**config.mk**
```make
export PLATFORM = sky130hd
export DESIGN_NAME = line_parser
export DESIGN_NICKNAME = d
export VERILOG_FILES = /design/src/verilog/trace_checker_pkg.sv /design/src/verilog/line_parser.sv
export SDC_FILE = /design/constraint.sdc
export NUM_CORES = 1
export LEC_CHECK = 0
export BUFFER_PORTS_ARGS = -buffer_cell sky130_fd_sc_hd__buf_2
export CAP_MARGIN = 5
export CORE_ASPECT_RATIO = 1.25
export CORE_MARGIN = 2
export CORE_UTILIZATION = 25
export DETAILED_ROUTE_END_ITERATION = 10
export HOLD_SLACK_MARGIN = 0.02
export SLEW_MARGIN = 15
export SYNTH_ARGS = -nofsm -noshare
export SYNTH_HDL_FRONTEND = slang
export SYNTH_SLANG_ARGS = --single-unit
```
**constraint.sdc**
```tcl
create_clock -name clk -period 4.3 [get_ports clk]
set_clock_uncertainty 0.1 [all_clocks]
set_input_delay 1.29 -clock clk [delete_from_list [all_inputs] [get_ports clk]]
set_output_delay 1.29 -clock clk [all_outputs]
set_load 0.03 [all_outputs]
```
**src/verilog/trace_checker_pkg.sv**
```systemverilog
package trace_checker_pkg;

    ////////////////////////////////////////
    // Line format codes on format_type
    ////////////////////////////////////////

    localparam logic [1:0] format_none = 2'd0;
    localparam logic [1:0] format_reg  = 2'd1;
    localparam logic [1:0] format_mem  = 2'd2;

    ////////////////////////////////////////
    // Bit positions in error_code
    ////////////////////////////////////////

    localparam int err_time = 0;
    localparam int err_pc   = 1;
    localparam int err_addr = 2;
    localparam int err_reg  = 3;

    ////////////////////////////////////////
    // Field digit limits
    ////////////////////////////////////////

    // Decimal fields take 1 up to this many digits
    localparam int max_dec_digits = 4;
    // Hex fields take exactly this many
    localparam int hex_digits = 8;

    ////////////////////////////////////////
    // Field after "$" or "*"
    ////////////////////////////////////////

    // Register view, anything above the low 5 bits is out of range
    typedef struct packed {
        logic [26:0] upper;
        logic [4:0]  reg_index;
    } reg_view_t;

    typedef union packed {
        logic [31:0] mem_addr;
        reg_view_t   reg_view;
    } target_word_t;

endpackage

```
**src/verilog/line_parser.sv**
```systemverilog
module line_parser (
    input  logic                            clk,
    input  logic                            reset,
    input  logic [7:0]                      char,
    input  logic                            is_dec,
    input  logic                            is_hex,
    input  logic [3:0]                      digit_value,
    output logic                            line_done,
    output logic                            line_is_mem,
    output logic [15:0]                     time_value,
    output logic [31:0]                     pc_value,
    output trace_checker_pkg::target_word_t target
);

    ////////////////////////////////////////
    // FSM states
    ////////////////////////////////////////

    localparam logic [3:0] st_idle     = 4'd0;
    localparam logic [3:0] st_time     = 4'd1;
    localparam logic [3:0] st_pc       = 4'd2;
    localparam logic [3:0] st_colon    = 4'd3;
    localparam logic [3:0] st_reg      = 4'd4;
    localparam logic [3:0] st_addr     = 4'd5;
    localparam logic [3:0] st_pre_lt   = 4'd6;
    localparam logic [3:0] st_eq       = 4'd7;
    localparam logic [3:0] st_pre_data = 4'd8;
    localparam logic [3:0] st_data     = 4'd9;

    localparam logic [3:0] dec_limit = 4'(trace_checker_pkg::max_dec_digits);
    localparam logic [3:0] hex_limit = 4'(trace_checker_pkg::hex_digits);

    logic [3:0] state;
    logic [3:0] digit_count;
    logic       restart;
    logic       dec_room;
    logic       dec_have;
    logic       hex_room;
    logic       hex_full;

    // No state accepts a caret, so one always opens a fresh line
    assign restart  = (char == "^");

    assign dec_room = (digit_count < dec_limit);
    assign dec_have = (digit_count != 4'd0);
    assign hex_room = (digit_count < hex_limit);
    assign hex_full = (digit_count == hex_limit);

    // Closing mark of a complete line
    assign line_done = (state == st_data) && (char == "#") && hex_full;

    ////////////////////////////////////////
    // Control state
    ////////////////////////////////////////

    always_ff @(posedge clk) begin
        if (reset) begin
            state       <= st_idle;
            digit_count <= 4'd0;
            line_is_mem <= 1'b0;
        end else if (restart) begin
            state       <= st_time;
            digit_count <= 4'd0;
        end else begin
            state       <= st_idle;
            digit_count <= 4'd0;
            case (state)
                st_time: begin
                    if (is_dec && dec_room) begin
                        state       <= st_time;
                        digit_count <= digit_count + 4'd1;
                    end else if (char == "@" && dec_have) begin
                        state <= st_pc;
                    end
                end
                st_pc: begin
                    if (is_hex && hex_room) begin
                        state       <= st_pc;
                        digit_count <= digit_count + 4'd1;
                    end else if (char == ":" && hex_full) begin
                        state <= st_colon;
                    end
                end
                st_colon: begin
                    if (char == " ") begin
                        state <= st_colon;
                    end else if (char == "$") begin
                        state       <= st_reg;
                        line_is_mem <= 1'b0;
                    end else if (char == "*") begin
                        state       <= st_addr;
                        line_is_mem <= 1'b1;
                    end
                end
                st_reg: begin
                    if (is_dec && dec_room) begin
                        state       <= st_reg;
                        digit_count <= digit_count + 4'd1;
                    end else if (char == " " && dec_have) begin
                        state <= st_pre_lt;
                    end else if (char == "<" && dec_have) begin
                        state <= st_eq;
                    end
                end
                st_addr: begin
                    if (is_hex && hex_room) begin
                        state       <= st_addr;
                        digit_count <= digit_count + 4'd1;
                    end else if (char == " " && hex_full) begin
                        state <= st_pre_lt;
                    end else if (char == "<" && hex_full) begin
                        state <= st_eq;
                    end
                end
                st_pre_lt: begin
                    if (char == " ") begin
                        state <= st_pre_lt;
                    end else if (char == "<") begin
                        state <= st_eq;
                    end
                end
                st_eq: begin
                    if (char == "=") begin
                        state <= st_pre_data;
                    end
                end
                st_pre_data: begin
                    if (char == " ") begin
                        state <= st_pre_data;
                    end else if (is_hex) begin
                        state       <= st_data;
                        digit_count <= 4'd1;
                    end
                end
                st_data: begin
                    // Data is only counted, its value is not kept
                    if (is_hex && hex_room) begin
                        state       <= st_data;
                        digit_count <= digit_count + 4'd1;
                    end
                end
                default: begin
                    state <= st_idle;
                end
            endcase
        end
    end

    ////////////////////////////////////////
    // Field accumulation
    ////////////////////////////////////////

    always_ff @(posedge clk) begin
        if (restart) begin
            time_value <= 16'd0;
        end else if (state == st_time && is_dec && dec_room) begin
            time_value <= time_value * 16'd10 + 16'(digit_value);
        end
    end

    always_ff @(posedge clk) begin
        if (state == st_pc && is_hex && hex_room) begin
            pc_value <= {pc_value[27:0], digit_value};
        end
    end

    always_ff @(posedge clk) begin
        if (state == st_colon && (char == "$" || char == "*")) begin
            target.mem_addr <= 32'd0;
        end else if (state == st_reg && is_dec && dec_room) begin
            // Register number lands zero-extended in the full word
            target.mem_addr <= target.mem_addr * 32'd10 + 32'(digit_value);
        end else if (state == st_addr && is_hex && hex_room) begin
            target.mem_addr <= {target.mem_addr[27:0], digit_value};
        end
    end

    ////////////////////////////////////////
    // Checks
    ////////////////////////////////////////

    line_done_single: assert property (
        @(posedge clk) disable iff (reset) line_done |=> !line_done
    );

    digit_count_bound: assert property (
        @(posedge clk) disable iff (reset) digit_count <= hex_limit
    );

endmodule

```
-- Word level (Yosys, flattened, before mapping)
Index checks and enable logic that the tools add are counted.
- add/sub/neg operators: 3
- multipliers: 2
- $lt $le $gt $ge: 2
- equality and inequality tests: 19
- mux-type cells: 30
- bitwise gates (word level): 2
- reductions and logical operators: 27
- operators with widths (operator ; number):
    32-bit two-way mux ; 2
    8-bit by 6-bit == test with 1-bit output (second input constant) ; 7
    4-bit case mux with 9 select lines ; 1
    3-bit two-way mux ; 11
    32-bit by 4-bit adder with 32-bit output ; 1
    32-bit by 3-bit multiplier with 31-bit output (second input constant) ; 1
    4-bit two-way mux ; 6
    1-bit logical AND ; 19
    16-bit by 4-bit adder with 16-bit output ; 1
    4-bit by 3-bit == test with 1-bit output (second input constant) ; 4
    8-bit by 7-bit == test with 1-bit output (second input constant) ; 2
    16-bit by 3-bit multiplier with 15-bit output (second input constant) ; 1
    4-bit == test (second input constant) ; 3
    4-bit case mux with 3 select lines ; 1
    4-bit by 2-bit == test with 1-bit output (second input constant) ; 2
    2-bit two-way mux ; 4
    1-bit two-way mux ; 5
    4-bit by 1-bit adder with 4-bit output (second input constant) ; 1
    4-bit by 1-bit == test with 1-bit output (second input constant) ; 1
    4-bit by 3-bit < comparator with 1-bit output (second input constant) ; 1
    4-bit < comparator (second input constant) ; 1
    4-bit AND reduction ; 1
    2-bit nonzero test ; 2
    4-bit nonzero test ; 1
    4 further kinds ; 6
- flip-flop bits (word level): 89
- input port bits: 16
- output and inout port bits: 82
- word-level logic and storage cells: 92

-- Depth between registers and ports, before layout
- depth after elaboration: 7
- depth in mapped cells: 14
- depth with buffers taken out: 13

-- Worst setup path after synthesis
Ideal clock, no wire load.
- path type: reg-to-reg
- start: register target[1] (netlist bit)
- end: register target[31] (netlist bit)
- setup time: 91 ps
- arrival: 4300 ps
- setup slack: -191 ps
- cell stages (with the launch flop): 14
- period minus slack after synthesis: 4491 ps
- cells stage by stage: dfxtp_1 ha_1 ha_1 fa_1 a21oi_1 o22ai_1 nor3_1 nor4b_1 or2_2 a221oi_1 xor2_1 or4_4 or4_1 a311oi_1
- longest elaborated chain between the ends: 3
- ends and longest elaborated chain (what ; line ; RTL):
    from (decl) ; line_parser.sv:12 ; output trace_checker_pkg::target_word_t target
    32-bit by 3-bit multiplier with 31-bit output ; line_parser.sv:172 ; target.mem_addr <= target.mem_addr * 32'd10 + 32'(digit_value);
    32-bit by 4-bit adder with 32-bit output ; line_parser.sv:172 ;
    32-bit two-way mux ; line_parser.sv:170 ; end else if (state == st_reg && is_dec && dec_room) begin
No other way between the ends.
A chain may end at the register's enable or synchronous reset.

-- Worst setup path after layout
Same ends and word-level chain as after synthesis.

==> impl_metrics.env <==
export IMPL_numCtsBuffers=9
export IMPL_first_pass_iters=5
export IMPL_synth_edff_count=32
export IMPL_grt_ovfl_total=0
export IMPL_max_vdd_ir_drop_mv=0.186
export IMPL_r2r_end="target[31]"
export IMPL_synth_compound_gate_area_share_pct=20.9
export IMPL_die_y_um=192
export IMPL_synth_simple_gate_area_share_pct=20.8
export IMPL_ant_nets=0
export IMPL_post_route_cell_area_um2=8760
export IMPL_cts_root_buf="clkbuf_16"
export IMPL_drv_slew=0
export IMPL_initial_core_util_pct=25.2
export IMPL_viasPerCell=5.10
export IMPL_reg2reg_slack_ns=0.16
export IMPL_rr_startpoint="target[1]"
export IMPL_yosysTopAreaCell="dfxtp_1"
export IMPL_drc=0
export IMPL_synth_distinct_cells=71
export IMPL_dpl_cell_count=1306
export IMPL_die_x_um=155
export IMPL_routabilityCongestion=0.916
export IMPL_grt_first_pass_wirelength_mm=33.4
export IMPL_fin_setup_tns_ns=0
export IMPL_cts_tree="yes"
export IMPL_critical_path_startpoint_type="register"
export IMPL_nets=1069
export IMPL_vias=6748
export IMPL_avgRoutedWirePerCell_um=15.7
export IMPL_period_share_pct=96.2
export IMPL_synth_top_area_share_pct=16.1
export IMPL_num_io_pins=98
export IMPL_p_leak_nw=3.78
export IMPL_status="completed"
export IMPL_clk_pin_slew_ns=0.07
export IMPL_ys_flop_type="dfxtp_1"
export IMPL_track_usage_pct=13.9
export IMPL_synth_area_um2=7100
export IMPL_setup_violations_final=0
export IMPL_n_fill_cell=2938
export IMPL_final_cells=1323
export IMPL_syn_area_per_cell_um2=8.54
export IMPL_synthMuxAreaShare_pct=0.282
export IMPL_synthTopCellsByCount="ha_1, nor2_1, nand2_1, a21oi_1, dfxtp_1"
export IMPL_synthArstFlopShare_pct=0
export IMPL_ys_ff_latch=89
export IMPL_hold_viol_final=0
export IMPL_ys_seq_area_share_pct=29.6
export IMPL_critPathMaxFanout=5
export IMPL_initialDrtViolationCount=323
export IMPL_required_ns=4.46
export IMPL_ys_warn_count=0
export IMPL_antenna_cells=0
export IMPL_powerDensity_nw_per_um2=204
export IMPL_hold_buffers=0
export IMPL_die_area_um2=29800
export IMPL_crit_arrival_ns=4.30
export IMPL_rows=69
export IMPL_synth_top_family_by_area="compound AO/OA/AOI/OAI gates"
export IMPL_ys_top_cells_by_area="dfxtp_1, ha_1, edfxtp_1"
export IMPL_max_freq_mhz=242
export IMPL_rr_worst_depth=14
export IMPL_relSlewSlack_pct=55.9
export IMPL_synthCells=832
export IMPL_portBuffers=97
export IMPL_clock_sinks=89
export IMPL_min_to="pc_value[26]"
export IMPL_tightest_slew_ns=0.645
export IMPL_min_period_ns=4.14
export IMPL_htree_levels=3
export IMPL_holdCritStartpoint="pc_value[22]"
export IMPL_grt_max_degree=36
export IMPL_clockBufferDepth=2
export IMPL_syn_num_nets=938
export IMPL_min_path_cells=0
export IMPL_max_cap_violations=0
export IMPL_grt_pass1_vias=6547
export IMPL_dpl_instance_area_um2=8360
export IMPL_min_path_type="reg2reg"
export IMPL_core_region_area_um2=28200
export IMPL_clock_latency_ns=0.36
export IMPL_cp_end_kind="register"
export IMPL_dpl_hpwl_mm=16.4
export IMPL_power_mw=1.79
export IMPL_path_class="reg2reg"
export IMPL_final_core_utilization_pct=31.0
export IMPL_antenna_found_initial=0
export IMPL_syn_to_final_growth_pct=23.3
export IMPL_drive_gt1_share_pct=22.3
export IMPL_drt_wl_total_mm=20.8
export IMPL_synth_xor_area_share_pct=8.74
export IMPL_synth_adder_area_share_pct=16.3
[state kept, by name, summed over array words and instances (netlist names)]
register and flops:
pc_value 32, time_value 16, target 32, line_is_mem 1, state 4, digit_count 4
[timing repair]
item | in CTS | in global routing
gates resized for setup | 3 | 18
pin swaps | 2 | 4
buffers inserted | 0 | 1
endpoints found under the setup margin | 1 | 3
[metrics by stage]
stage	setup slack [ns]	hold slack (ns)
detailed placement	-0.0321	0.333
floorplan	0.00234	0.340
CTS	0.00924	0.350
global placement	0.0638	0.327
finish	0.164	0.345
global route	-0.00682	0.354
[critical path, stage by stage (launching register included)]
cell	delay [ns]
dfxtp_2	0.33
ha_1	0.30
ha_1	0.23
fa_1	0.44
a21oi_4	0.21
o22ai_4	0.13
nor3_4	0.26
nor4b_4	0.09
buf_4	0.15
o31ai_2	0.21
o311a_2	0.24
nand4_4	0.10
or4_4	0.53
or4_1	0.47
a311oi_1	0.25
[placed cells by master, fill, tap and decap left out, drive strengths merged, types with 9 or more instances in the layout]
cell type / synthesis / layout
nand2: 83 / 83
or4: 9 / 9
a21oi: 58 / 58
a211oi: 22 / 22
a311oi: 10 / 10
xnor2: 41 / 41
clkbuf: 26 / 9
nor2: 87 / 87
edfxtp: 32 / 32
nor2b: 9 / 9
ha: 86 / 86
a21o: 14 / 14
nand3: 18 / 18
buf: 8 / 154
nand4: 14 / 14
nor3: 23 / 23
inv: 29 / 32
xor2: 29 / 29
o21ai: 32 / 32
a22oi: 14 / 14
dfxtp: 57 / 57
and3: 18 / 18
[worst max path at each step]
stage	slack, ns	to	depth (start not counted)	startpoint
after detailed placement	-0.03	target[31]	13	target[1]
after global routing	-0.007	target[31]	12	target[5]
after CTS	0.009	target[31]	14	target[1]
after global placement	0.06	target[31]	13	target[1]
after floorplan	0.002	target[31]	13	target[4]
final	0.16	target[31]	14	target[1]
[where the power goes]
group          switching, mW  internal, mW  total (mW)  leakage, nW
Sequential           0.00996         0.873       0.883        0.749
Combinational         0.0720        0.0501       0.122         2.89
Clock                  0.379         0.404       0.782        0.141
Total                  0.461          1.33        1.79         3.78
[kinds of logic after synthesis]
| logic type | count (synthesis) |
|---|---|
| DFF | 89 |
| muxes | 2 |
| buffers and inverters | 63 |
| xor gates and xnor gates | 70 |
| and+or+nand+nor | 299 |
| adders and majority gates | 90 |
| AOI/OAI and AO/OA | 219 |
[routing by layer]
metal / GRT usage, % / up-vias / share of wire (%)
met4: 6.16 / 0 / 3.8
met1: 16.2 / 3188 / 43
met2: 25.3 / 169 / 50
met3: 1.95 / 39 / 3.8
met5: 0 / - / 0
li1: - / 3352 / -
[layout make-up]
class                           instances  area (um2)  area share [%]
Multi-Input combinational cell        680        4900            55.9
Sequential cell                        89        2110            24.0
Clock inverter                          7        63.8           0.729
Inverter                               29         109            1.24
Tap cell                              355         444            5.07
Clock buffer                            9         225            2.57
Timing Repair Buffer                  154         913            10.4
Power figures use the tool's default switching activity.
